==> config.mk <==
export PLATFORM = sky130hd
export DESIGN_NAME = bus_arbiter
export DESIGN_NICKNAME = d
export VERILOG_FILES = /design/src/soc_bus_pkg.sv /design/src/bus_arbiter.sv
export SDC_FILE = /design/constraint.sdc
export NUM_CORES = 1
export LEC_CHECK = 0
export BUFFER_PORTS_ARGS = -buffer_cell sky130_fd_sc_hd__buf_2
export CAP_MARGIN = 0
export CORE_AREA = 2 2 122 124
export CTS_CLUSTER_DIAMETER = 200
export DETAILED_ROUTE_END_ITERATION = 16
export DIE_AREA = 0 0 124 126
export SLEW_MARGIN = 20
export SYNTH_ARGS = -nofsm -noshare
export SYNTH_HDL_FRONTEND = slang
export SYNTH_SLANG_ARGS = --single-unit
==> constraint.sdc <==
create_clock -name clk48m -period 1.5 [get_ports clk48m]
set_input_delay 0.075 -clock clk48m [delete_from_list [all_inputs] [get_ports clk48m]]
set_output_delay 0.075 -clock clk48m [all_outputs]
set_load 0.03 [all_outputs]
==> src/soc_bus_pkg.sv <==
// bus word and strobe types, region codes, bus-error word, irq bits and master indices
`default_nettype none

package soc_bus_pkg;

	// one bus data or address word
	typedef logic [31:0] bus_word_t;

	// byte write strobe, all zero is a read
	typedef logic [3:0] bus_strb_t;

	// region code from the top address nibble
	typedef logic [3:0] region_t;

	localparam region_t REGION_MISC = 4'd2;
	localparam region_t REGION_RAM = 4'd4;

	// returned for any access outside a mapped region
	localparam bus_word_t BUS_ERROR_WORD = 32'hdeadbeef;

	typedef logic [31:0] irq_t;

	// bit 3 flags an access to an unmapped region
	localparam int unsigned IRQ_BUS_ERROR = 3;

	// master indices on the arbiter
	localparam logic MASTER_EXT = 1'b0;
	localparam logic MASTER_DBG = 1'b1;

endpackage

`default_nettype wire

==> src/bus_arbiter.sv <==
// two-master bus arbiter with a registered grant held until the transfer completes
`default_nettype none

module bus_arbiter (
	input wire logic clk48m,
	input wire logic rst,
	input wire logic ext_valid,
	input wire soc_bus_pkg::bus_word_t ext_addr,
	input wire soc_bus_pkg::bus_word_t ext_wdata,
	input wire soc_bus_pkg::bus_strb_t ext_wstrb,
	output soc_bus_pkg::bus_word_t ext_rdata,
	output logic ext_ready,
	input wire logic dbg_valid,
	input wire soc_bus_pkg::bus_word_t dbg_addr,
	input wire soc_bus_pkg::bus_word_t dbg_wdata,
	input wire soc_bus_pkg::bus_strb_t dbg_wstrb,
	output soc_bus_pkg::bus_word_t dbg_rdata,
	output logic dbg_ready,
	output logic s_valid,
	output soc_bus_pkg::bus_word_t s_addr,
	output soc_bus_pkg::bus_word_t s_wdata,
	output soc_bus_pkg::bus_strb_t s_wstrb,
	input wire soc_bus_pkg::bus_word_t s_rdata,
	input wire logic s_ready,
	output logic cur_master
);

	logic granted;
	logic owner;
	logic own_valid;
	logic ext_owns;
	logic dbg_owns;

	assign ext_owns = granted && (owner == soc_bus_pkg::MASTER_EXT);
	assign dbg_owns = granted && (owner == soc_bus_pkg::MASTER_DBG);
	assign own_valid = (owner == soc_bus_pkg::MASTER_DBG) ? dbg_valid : ext_valid;

	// request path follows the owner
	assign s_valid = granted && own_valid;
	assign s_addr = (owner == soc_bus_pkg::MASTER_DBG) ? dbg_addr : ext_addr;
	assign s_wdata = (owner == soc_bus_pkg::MASTER_DBG) ? dbg_wdata : ext_wdata;
	assign s_wstrb = (owner == soc_bus_pkg::MASTER_DBG) ? dbg_wstrb : ext_wstrb;

	// response goes back to the owner only, the other side sees zero
	assign ext_ready = ext_owns && s_ready;
	assign dbg_ready = dbg_owns && s_ready;
	assign ext_rdata = ext_owns ? s_rdata : '0;
	assign dbg_rdata = dbg_owns ? s_rdata : '0;

	assign cur_master = owner;

	always_ff @(posedge clk48m) begin
		if (rst) begin
			granted <= 1'b0;
			owner <= soc_bus_pkg::MASTER_EXT;
		end else if (!granted) begin
			// external port has priority
			if (ext_valid) begin
				granted <= 1'b1;
				owner <= soc_bus_pkg::MASTER_EXT;
			end else if (dbg_valid) begin
				granted <= 1'b1;
				owner <= soc_bus_pkg::MASTER_DBG;
			end
		end else if (s_ready || !own_valid) begin
			granted <= 1'b0;
		end
	end

endmodule

`default_nettype wire

Word level (Yosys, flattened, before mapping)
Index checks and enable logic that the tools add are counted.
- output and inout bits: 136
- bits in registers: 2
- input port bits: 173
- word-level logic and storage cells: 25
- bitwise logic cells: 2
- muxes and demuxes: 12
- reductions and logical operators: 9
- operator list (operator ; number):
    $mux 32 ; 4
    $mux 1 ; 7
    $logic_and 1x1->1 ; 5
    $mux 4 ; 1
    $not 1->1 ; 2
    $reduce_and 2->1 ; 1
    $reduce_bool 2->1 ; 1
    $logic_not 1->1 ; 1
    $logic_or 1x1->1 ; 1

Longest topological paths before layout
Gate-level depths: netlist (run 1).
- depth after elaboration: 5
- mapped depth: 4
- gate-level depth less buffers: 2

Worst setup path after synthesis (run 1)
OpenSTA, ideal clock, no wires.
- kind: reg2out
- from: register owner (netlist: cur_master)
- to: output s_valid
- stages on the path, launching flop included: 5
- path slack: 0.008 ns
- buffers on the path: 2
- data arrival time: 1.417 ns
- cell sequence: dfxtp_1 buf_4 buf_4 mux2i_1 nor2_1
- word-level cells in the longest chain between the ends: 2
- ends and longest elaborated chain (element ; line ; source):
    start: declaration ; bus_arbiter.sv:29 ; logic owner;
    start signal: assignment ; bus_arbiter.sv:55 ; owner <= soc_bus_pkg::MASTER_EXT;
    start signal: assignment ; bus_arbiter.sv:60 ; owner <= soc_bus_pkg::MASTER_EXT;
    start signal: assignment ; bus_arbiter.sv:63 ; owner <= soc_bus_pkg::MASTER_DBG;
    $mux 1 ; bus_arbiter.sv:36 ; assign own_valid = (owner == soc_bus_pkg::MASTER_DBG) ? dbg_valid : ext_valid;
    $logic_and 1x1->1 ; bus_arbiter.sv:39 ; assign s_valid = granted && own_valid;
    end: declaration ; bus_arbiter.sv:19 ; output logic s_valid,
Every way passes these cells.

Worst setup path in the final report (run 1)
- from: register owner (netlist: cur_master)
- to: output s_addr[29]
- word-level cells in the longest chain between the ends: 1
- ends and longest elaborated chain (element ; line ; source):
    $mux 32 ; bus_arbiter.sv:40 ; assign s_addr = (owner == soc_bus_pkg::MASTER_DBG) ? dbg_addr : ext_addr;
    end: declaration ; bus_arbiter.sv:20 ; output soc_bus_pkg::bus_word_t s_addr,
Every way passes these cells.

==> flow_summary.json, run 1 <==
{
  "fin_nets": 639,
  "cts_sinks": 2,
  "synth_cell_types": 15,
  "synthCells": 164,
  "wl_per_cell_um": 12.3,
  "grt_max_degree": 45,
  "min_period_ns": 1.48,
  "antenna_cells": 0,
  "antenna_found_initial": 0,
  "worstPathCellList": "buf_16 > mux2_2 > buf_2",
  "dp_hpwl_um": 7030,
  "fin_skew_ns": 0.00267,
  "drive_gt1_frac": 0.839,
  "cp.required_ns": 1.42,
  "path_buf_inv": 2,
  "ys_seq_area_frac": 0.0290,
  "worstPathArrival_ns": 1.40,
  "gr-usage-all-layers": 0.0883,
  "die_w_um": 124,
  "synthXorXnorAreaFrac": 0,
  "hold_violations": 0,
  "clk_pin_slew_worst_paths_ns": 0.03,
  "synth_compound_area_frac": 0.0172,
  "synthesis.area_mm2": 0.00138,
  "ioPinCount": 309,
  "grt_pass1_vias": 2397,
  "pwr-share-seq": 0.035,
  "syn_nets": 337,
  "crit_cells": 3,
  "fin_hold_ws_ns": 0.0323,
  "synthSimpleGateAreaFrac": 0.319,
  "start_kind": "flip-flop",
  "switching_share": 0.489,
  "crit_start": "cur_master",
  "numCtsBuffers": 3,
  "synth_fa_ha_area_frac": 0,
  "root_buffer": "clkbuf_16",
  "num_vias": 2430,
  "finalMaxSlewViolations": 0,
  "clk_latency_ns": 0.22,
  "ant_nets": 0,
  "synth_mux_area_frac": 0.563,
  "rows": 44,
  "r2r-start": "granted",
  "fin_crit_sh": 0.986,
  "drtIter0Drc": 60,
  "cts_hold_buf": 0,
  "yosys_warnings": 0,
  "hp-class": "input pin to flip-flop",
  "power_density_mw_per_mm2": 597,
  "worstRegToRegCells": 3,
  "clock_path_buffers": 2,
  "slew_headroom": 0.817,
  "start_util": 0.0963,
  "reg2reg_setup_slack_ns": 0.39,
  "core_area_mm2": 0.0143,
  "power_frac_comb": 0.752,
  "rr_endpoint": "cur_master",
  "total_power_mw": 1.94,
  "outcome": "finished, final reports clean",
  "drt_pre_antenna_iters": 4,
  "holdPathStages": 2,
  "gp_congestion": 0.757,
  "critPathSlowestCell": "dfxtp_4",
  "irDropWorstVdd_uv": 290,
  "grt_pass1_wl_um": 11100,
  "rsz0062_at_grt": "true",
  "ys_seq_elements": 2,
  "synth.area.top_cells": "mux2_2 56%, and2_1 15%, and3_1 15%",
  "cpLargestDelayFamily": "buffers and inverters",
  "syn_avg_cell_area_um2": 8.41,
  "drc": 0,
  "viasPerCell": 3.74,
  "post_cts_resize_count": 0,
  "drv_cap": 0,
  "cts_tree": "done",
  "critPathKind": "flip-flop to output pin",
  "postCtsSetupRepairBufs": 0,
  "overflow": 0,
  "worstPathMaxFanout": 44,
  "setup_viol": 0,
  "dp_slack_ns": 0.255,
  "finalWorstSetupSlack_ns": 0.0209,
  "cellInternalPower_uw": 993,
  "wirelength_um": 7990,
  "synth_top_family_by_area": "multiplexers",
  "fmax_mhz": 676,
  "power.leakage_nw": 1.97,
  "clkPwrFrac": 0.214,
  "port_buffers": 308,
  "endpoint_kind": "output pin",
  "fillers": 1582,
  "synth.top_cell.area_share": 0.555,
  "htreeDepth": 1,
  "die_y_um": 126,
  "area_growth_pct": 136,
  "setup.worst_path.end": "s_addr[29]",
  "worst_slew_pin_slew_ns": 0.274,
  "netlist.top_cell.by_area": "mux2_2",
  "critical_path.max_stage_delay_ns": 0.38,
  "p_sw_uw": 948,
  "dieArea_mm2": 0.0156
}
==> stage by stage <==
step                      cell area, um2  setup TNS (ns)   util  instances
after floorplan                     1380               0      -        164
after global placement              3150               0  0.220        645
after detailed placement            3150               0  0.220        645
after CTS                           3230               0  0.226        649
after global routing                3250          -0.358  0.227        649
final                               3250               0  0.227        649
==> synth_stat cells, drive strengths merged <==
cell,n
a221oi,1
and2,33
and2b,1
and3,33
buf,9
clkbuf,9
dfxtp,2
inv,2
mux2,68
mux2i,1
nand2b,1
nor2,2
o32ai,1
or2,1
==> how the worst min path moves through the flow <==
| stage | startpoint | endpoint |
|---|---|---|
| 2_1_floorplan | rst | cur_master |
| 3_3_place_gp | rst | cur_master |
| 4_1_cts | rst | cur_master |
| 3_5_place_dp | rst | cur_master |
| 5_1_grt | rst | cur_master |
| 6_report | rst | cur_master |
==> layout make-up <==
cell class / count / area, um2 / share of cell area
timing repair buffer: 315 / 1650 / 0.507
multi-input combinational: 142 / 1240 / 0.382
tap: 184 / 230 / 0.0709
clock buffer: 4 / 78.8 / 0.0243
inverter: 2 / 7.51 / 0.00231
sequential: 2 / 43.8 / 0.0135
==> worst register-to-register path, delay by kind of cell (launching register included) <==
kind | cells | cell delay [ns]
buf+inv | 2 | 0.41
compound gates | 1 | 0.24
flops | 1 | 0.37
==> metal layers <==
metal  part of all wire  vias to the layer above  global-route usage
met5                  0                        -                   0
met4              0.010                        0              0.0192
met3              0.098                        4             0.00906
met2               0.52                      159               0.180
met1               0.37                     1079              0.0942
li1                   -                     1188                   -
==> logic make-up after synthesis <==
group / Yosys count
flip-flops: 2
multiplexers: 69
AND/OR/NAND/NOR: 71
AO/OA/AOI/OAI: 2
buffers and inverters: 20
==> power groups by stage <==
stage	Combinational [mW]	Sequential, mW	Clock (mW)
after floorplan	0.927	0.0661	0
after global placement	1.45	0.0664	0
after detailed placement	1.46	0.0665	0
after CTS	1.46	0.0660	0.422
after global routing	1.56	0.0679	0.431
final	1.46	0.0670	0.415
==> sequential cells by signal, indices dropped and copies added (netlist names) <==
signal / cells
cur_master: 1
granted: 1
==> layout by cell type, fill, tap and decap left out <==
master / Yosys / routed
clkbuf_1: 9 / 1
inv_1: 2 / 2
mux2i_1: 1 / 1
buf_12: 0 / 2
clkbuf_4: 0 / 1
nor2_1: 2 / 2
and3_1: 33 / 33
dfxtp_1: 2 / 1
o32ai_1: 1 / 1
clkbuf_16: 0 / 3
and2_1: 33 / 33
and2b_2: 0 / 1
mux2_2: 68 / 68
buf_6: 0 / 1
or2_2: 1 / 1
dfxtp_4: 0 / 1
buf_16: 0 / 1
nand2b_1: 1 / 1
a221oi_2: 1 / 1
buf_4: 5 / 4
buf_2: 4 / 306
Power figures use the tool's default switching activity.
==> run 2, diff against run 1 <==
--- a/config.mk
+++ b/config.mk
@@ -8,9 +8,11 @@
 export BUFFER_PORTS_ARGS = -buffer_cell sky130_fd_sc_hd__buf_2
 export CAP_MARGIN = 0
 export CORE_AREA = 2 2 122 124
+export CTS_BUF_LIST = sky130_fd_sc_hd__clkbuf_2 sky130_fd_sc_hd__clkbuf_4 sky130_fd_sc_hd__clkbuf_8
 export CTS_CLUSTER_DIAMETER = 200
 export DETAILED_ROUTE_END_ITERATION = 16
 export DIE_AREA = 0 0 124 126
+export MAX_ROUTING_LAYER = met4
 export SLEW_MARGIN = 20
 export SYNTH_ARGS = -nofsm -noshare
 export SYNTH_HDL_FRONTEND = slang
==> flow_summary.json, run 2 (synthesis results as in run 1) <==
{
  "clk_pin_slew_worst_paths_ns": 0.03,
  "numCtsBuffers": 3,
  "drv_cap": 0,
  "outcome": "finished, final reports clean",
  "critPathKind": "flip-flop to output pin",
  "total_power_mw": 1.77,
  "wirelength_um": 8010,
  "postCtsSetupRepairBufs": 0,
  "die_w_um": 124,
  "cp.required_ns": 1.42,
  "fin_skew_ns": 0.00321,
  "die_y_um": 126,
  "ioPinCount": 309,
  "design_area_mm2": 0.00322,
  "worstRegToRegCells": 3,
  "start_util": 0.0963,
  "fillers": 1579,
  "dieArea_mm2": 0.0156,
  "drtIter0Drc": 59,
  "drt_pre_antenna_iters": 4,
  "final_common_cell": "buf_2",
  "use_met1": 0.0964,
  "crit_start": "cur_master",
  "ant_nets": 0,
  "use_met3": 0.00679,
  "htreeDepth": 1,
  "gr-usage-all-layers": 0.0907,
  "grt_max_degree": 45,
  "irDropWorstVdd_uv": 180,
  "r2r-start": "cur_master",
  "area_growth_pct": 133,
  "hold_violations": 0,
  "root_buffer": "clkbuf_8",
  "worstPathMaxFanout": 44,
  "rsz0062_at_grt": "true",
  "power.leakage_nw": 1.96,
  "gp_congestion": 0.767,
  "holdPathStages": 2,
  "dp_hpwl_um": 7030,
  "finalMaxSlewViolations": 0,
  "fmax_mhz": 681,
  "start_kind": "flip-flop",
  "viasPerCell": 3.73,
  "min_period_ns": 1.47,
  "fin_nets": 639,
  "num_vias": 2421,
  "endpoint_kind": "output pin",
  "grt_pass1_vias": 2384,
  "worstPathArrival_ns": 1.39,
  "slew_headroom": 0.815,
  "clock_path_buffers": 2,
  "port_buffers": 308,
  "worst_slew_pin_slew_ns": 0.277,
  "hp-class": "input pin to flip-flop",
  "reg2reg_setup_slack_ns": 0.41,
  "antenna_found_initial": 0,
  "antenna_cells": 0,
  "cts_tree": "done",
  "place_area_mm2": 0.00315,
  "setup.worst_path.end": "s_addr[29]",
  "busiest_layer": "met2",
  "drive_gt1_frac": 0.841,
  "cts_sinks": 2,
  "rows": 44,
  "core_area_mm2": 0.0143,
  "power_density_mw_per_mm2": 549,
  "fin_crit_sh": 0.979,
  "rr_endpoint": "granted",
  "layout_common_cells": "306 x buf_2, 68 x mux2_2, 33 x and3_1, 33 x and2_1",
  "drc": 0,
  "clk_latency_ns": 0.21,
  "wl_per_cell_um": 12.3,
  "use_met2": 0.180,
  "setup_viol": 0,
  "overflow": 0,
  "grt_pass1_wl_um": 11100
}
run 2: cell types whose count changed in the layout (fill, tap and decap cells not counted), sizes merged:
cell | previous run | this run
buf | 314 | 313
clkbuf | 5 | 6
run 2: how the worst min path moves through the flow:
stage / startpoint / end
3_3_place_gp: rst / cur_master
4_1_cts: rst / cur_master
3_5_place_dp: rst / cur_master
2_1_floorplan: rst / cur_master
6_report: rst / cur_master
5_1_grt: rst / cur_master
run 2: metrics by stage:
| step | setup WS [ns] | hold WS (ns) | instances | setup TNS (ns) | util |
|---|---|---|---|---|---|
| 2_1_floorplan | 0.00777 | 0.141 | 164 | 0 | - |
| 3_3_place_gp | 0.256 | 0.262 | 645 | 0 | 0.220 |
| 3_5_place_dp | 0.255 | 0.262 | 645 | 0 | 0.220 |
| 4_1_cts | 0.0257 | 0.0401 | 649 | 0 | 0.224 |
| 5_1_grt | -0.0183 | 0.0577 | 649 | -0.105 | 0.225 |
| 6_report | 0.0311 | 0.0436 | 649 | 0 | 0.225 |
run 2: cell type report:
type	instances	area, um2	share of cell area
repair buffers	315	1650	0.512
multi-input cells	142	1240	0.386
well taps	184	230	0.0715
clock buffers	4	48.8	0.0152
flip-flops and latches	2	43.8	0.0136
inverters	2	7.51	0.00233
run 2: repair_timing:
action,4_1_cts,5_1_grt
hold endpoints to repair,0,0
resized for setup,0,5
hold buffers,0,0
setup endpoints to repair,0,21
run 2: power by group:
group | leakage, nW | switching [mW] | internal [mW] | total (mW)
clock network | 0.0262 | 0.0434 | 0.198 | 0.242
registers | 0.0173 | 0.00771 | 0.0588 | 0.0665
logic | 1.92 | 0.876 | 0.584 | 1.46
run 2: critical path: stages (launching register included):
cell and delay (ns):
dfxtp_4 0.38, buf_16 0.23, mux2_2 0.37, buf_2 0.18
run 2: layer usage:
metal	vias to the layer above	part of all wire
met2	157	0.53
met4	0	0.0094
met3	4	0.094
li1	1186	-
met5	-	0
met1	1074	0.37
==> run 3, diff against run 2 <==
--- a/config.mk
+++ b/config.mk
@@ -7,11 +7,11 @@
 export LEC_CHECK = 0
 export BUFFER_PORTS_ARGS = -buffer_cell sky130_fd_sc_hd__buf_2
 export CAP_MARGIN = 0
-export CORE_AREA = 2 2 122 124
+export CORE_AREA = 3 3 119 121
 export CTS_BUF_LIST = sky130_fd_sc_hd__clkbuf_2 sky130_fd_sc_hd__clkbuf_4 sky130_fd_sc_hd__clkbuf_8
 export CTS_CLUSTER_DIAMETER = 200
 export DETAILED_ROUTE_END_ITERATION = 16
-export DIE_AREA = 0 0 124 126
+export DIE_AREA = 0 0 122 124
 export MAX_ROUTING_LAYER = met4
 export SLEW_MARGIN = 20
 export SYNTH_ARGS = -nofsm -noshare
==> constraint.sdc (replaced) <==
create_clock -name clk48m -period 1.5 [get_ports clk48m]
set_input_delay 0.225 -clock clk48m [delete_from_list [all_inputs] [get_ports clk48m]]
set_output_delay 0.225 -clock clk48m [all_outputs]
set_load 0.03 [all_outputs]
==> flow_summary.json, run 3 (synthesis results as in run 1) <==
{
  "start_util": 0.105,
  "hold_violations": 0,
  "cts_tree": "done",
  "rsz0062_at_grt": "true",
  "final_util": 0.341,
  "reg2reg_setup_slack_ns": 0.29,
  "viasPerCell": 3.88,
  "htreeDepth": 1,
  "fin_crit_sh": 1.09,
  "critical_path.max_stage_delay_ns": 0.42,
  "dieArea_mm2": 0.0151,
  "final_common_cell": "buf_2",
  "die_w_um": 122,
  "drv_cap": 0,
  "power.leakage_nw": 2.36,
  "worst_slew_pin_slew_ns": 0.311,
  "port_buffers": 308,
  "rows": 42,
  "finalMaxSlewViolations": 0,
  "fmax_mhz": 610,
  "grt_max_degree": 29,
  "overflow": 0,
  "clk_pin_slew_worst_paths_ns": 0.03,
  "start_kind": "flip-flop",
  "gr-usage-all-layers": 0.127,
  "p_sw_mw": 1.09,
  "ioPinCount": 309,
  "hold_start": "rst",
  "die_y_um": 124,
  "critPathKind": "flip-flop to output pin",
  "hp-class": "input pin to flip-flop",
  "num_vias": 2539,
  "outcome": "finished with violations",
  "holdPathStages": 2,
  "area_growth_pct": 226,
  "cpLargestDelayFamily": "flip-flops",
  "endpoint_kind": "output pin",
  "clock_path_buffers": 2,
  "fin_hold_ws_ns": 0.206,
  "wl_per_cell_um": 16.9,
  "drtIter0Drc": 49,
  "critPathSlowestCell": "dfxtp_4",
  "rr_endpoint": "granted",
  "grt_pass1_wl_um": 14400,
  "antenna_found_initial": 1,
  "switching_share": 0.456,
  "cp.required_ns": 1.27,
  "drive_gt1_frac": 0.945,
  "gp_congestion": 0.798,
  "numCtsBuffers": 3,
  "clkPwrFrac": 0.102,
  "r2r-start": "cur_master",
  "slew_headroom": 0.792,
  "irDropWorstVdd_uv": 175,
  "total_power_mw": 2.39,
  "drt_pre_antenna_iters": 4,
  "fin_skew_ns": 0.00489,
  "power_density_mw_per_mm2": 530,
  "layout_common_cells": "181 x buf_2, 107 x buf_6, 34 x mux2_2, 34 x mux2_4",
  "drc": 0,
  "hold-path-endpoint": "cur_master",
  "worstPathMaxFanout": 28,
  "violations": "setup timing",
  "power_frac_comb": 0.868,
  "core_area_mm2": 0.0132,
  "cts_sinks": 2,
  "min_period_ns": 1.64,
  "worstPathArrival_ns": 1.41,
  "path_buf_inv": 2,
  "grt_pass1_vias": 2721,
  "root_buffer": "clkbuf_8",
  "crit_cells": 3,
  "ant_nets": 0,
  "worstRegToRegCells": 4,
  "pwr-share-seq": 0.029,
  "fin_nets": 651,
  "worstPathCellList": "buf_16 > mux2_2 > buf_4",
  "finalWorstSetupSlack_ns": -0.138,
  "setup_viol": 115,
  "cellInternalPower_mw": 1.30,
  "clk_latency_ns": 0.21,
  "wirelength_um": 11000,
  "dp_hpwl_um": 7650
}
## run 3: cell types whose count changed in the layout (fill, tap and decap cells not counted), moves of 2 or more
cell | previous run | this run
and3_1 | 33 | 11
and2_4 | 0 | 24
buf_16 | 1 | 6
and2_1 | 33 | 9
and3_4 | 0 | 22
clkbuf_16 | 0 | 2
mux2_2 | 68 | 34
buf_4 | 3 | 24
mux2_4 | 0 | 34
buf_6 | 1 | 107
buf_2 | 306 | 181
buf_12 | 2 | 5
## run 3: power groups by stage
stage	clock (mW)	sequential, mW	combinational, mW
6_report	0.244	0.0696	2.07
5_1_grt	0.256	0.0711	2.17
4_1_cts	0.250	0.0697	1.94
3_5_place_dp	0	0.0654	1.46
3_3_place_gp	0	0.0649	1.46
2_1_floorplan	0	0.0666	0.928
## run 3: worst max-delay path by stage
stage,slack [ns],end,from
floorplan,0.07,s_addr[30],cur_master
finish,-0.14,s_wdata[10],cur_master
detailed placement,0.08,s_wstrb[0],cur_master
global route,-0.17,s_wdata[29],cur_master
global placement,0.08,s_wstrb[0],cur_master
CTS,-0.14,s_valid,cur_master
## run 3: cell type report
class | instances | area [um2]
multi-input cells | 142 | 1560
clock buffers | 4 | 48.8
inverters | 2 | 7.51
repair buffers | 327 | 2620
fillers | 1343 | 8690
diodes | 1 | 2.50
well taps | 176 | 220
flip-flops and latches | 2 | 43.8
## run 3: worst register-to-register path: cells and delay by family (launching register included)
| kind | cells | cell delay, ns |
|---|---|---|
| buffers and inverters | 2 | 0.29 |
| muxes | 1 | 0.24 |
| AOI/OAI and AO/OA | 1 | 0.11 |
| DFF | 1 | 0.42 |
## run 3: through the flow
stage               setup slack, ns  TNS, ns  cell area, um2  std cells
floorplan                    0.0673        0            1380        164
global placement             0.0752        0            3130        637
detailed placement           0.0788        0            3130        637
CTS                          -0.136   -10.91            4180        649
global route                 -0.173   -14.38            4500        654
finish                       -0.138    -9.26            4500        654
## run 3: routing by layer
layer / GRT usage / up-vias / wire length [um] / share of wire
li1: - / 1218 / - / -
met1: 0.137 / 1175 / 4130 / 0.37
met2: 0.249 / 142 / 6020 / 0.55
met3: 0.0186 / 4 / 816 / 0.074
met4: 0.0224 / 0 / 63 / 0.0057
met5: - / - / 0 / 0
## run 3: what timing repair did
action / 4_1_cts / 5_1_grt
setup buffers: 2 / 3
hold endpoints to repair: 0 / 0
resized for setup: 259 / 75
cloned: 6 / 2
pin swaps: 10 / 0
endpoints found under the setup margin: 103 / 131
hold buffers: 0 / 0
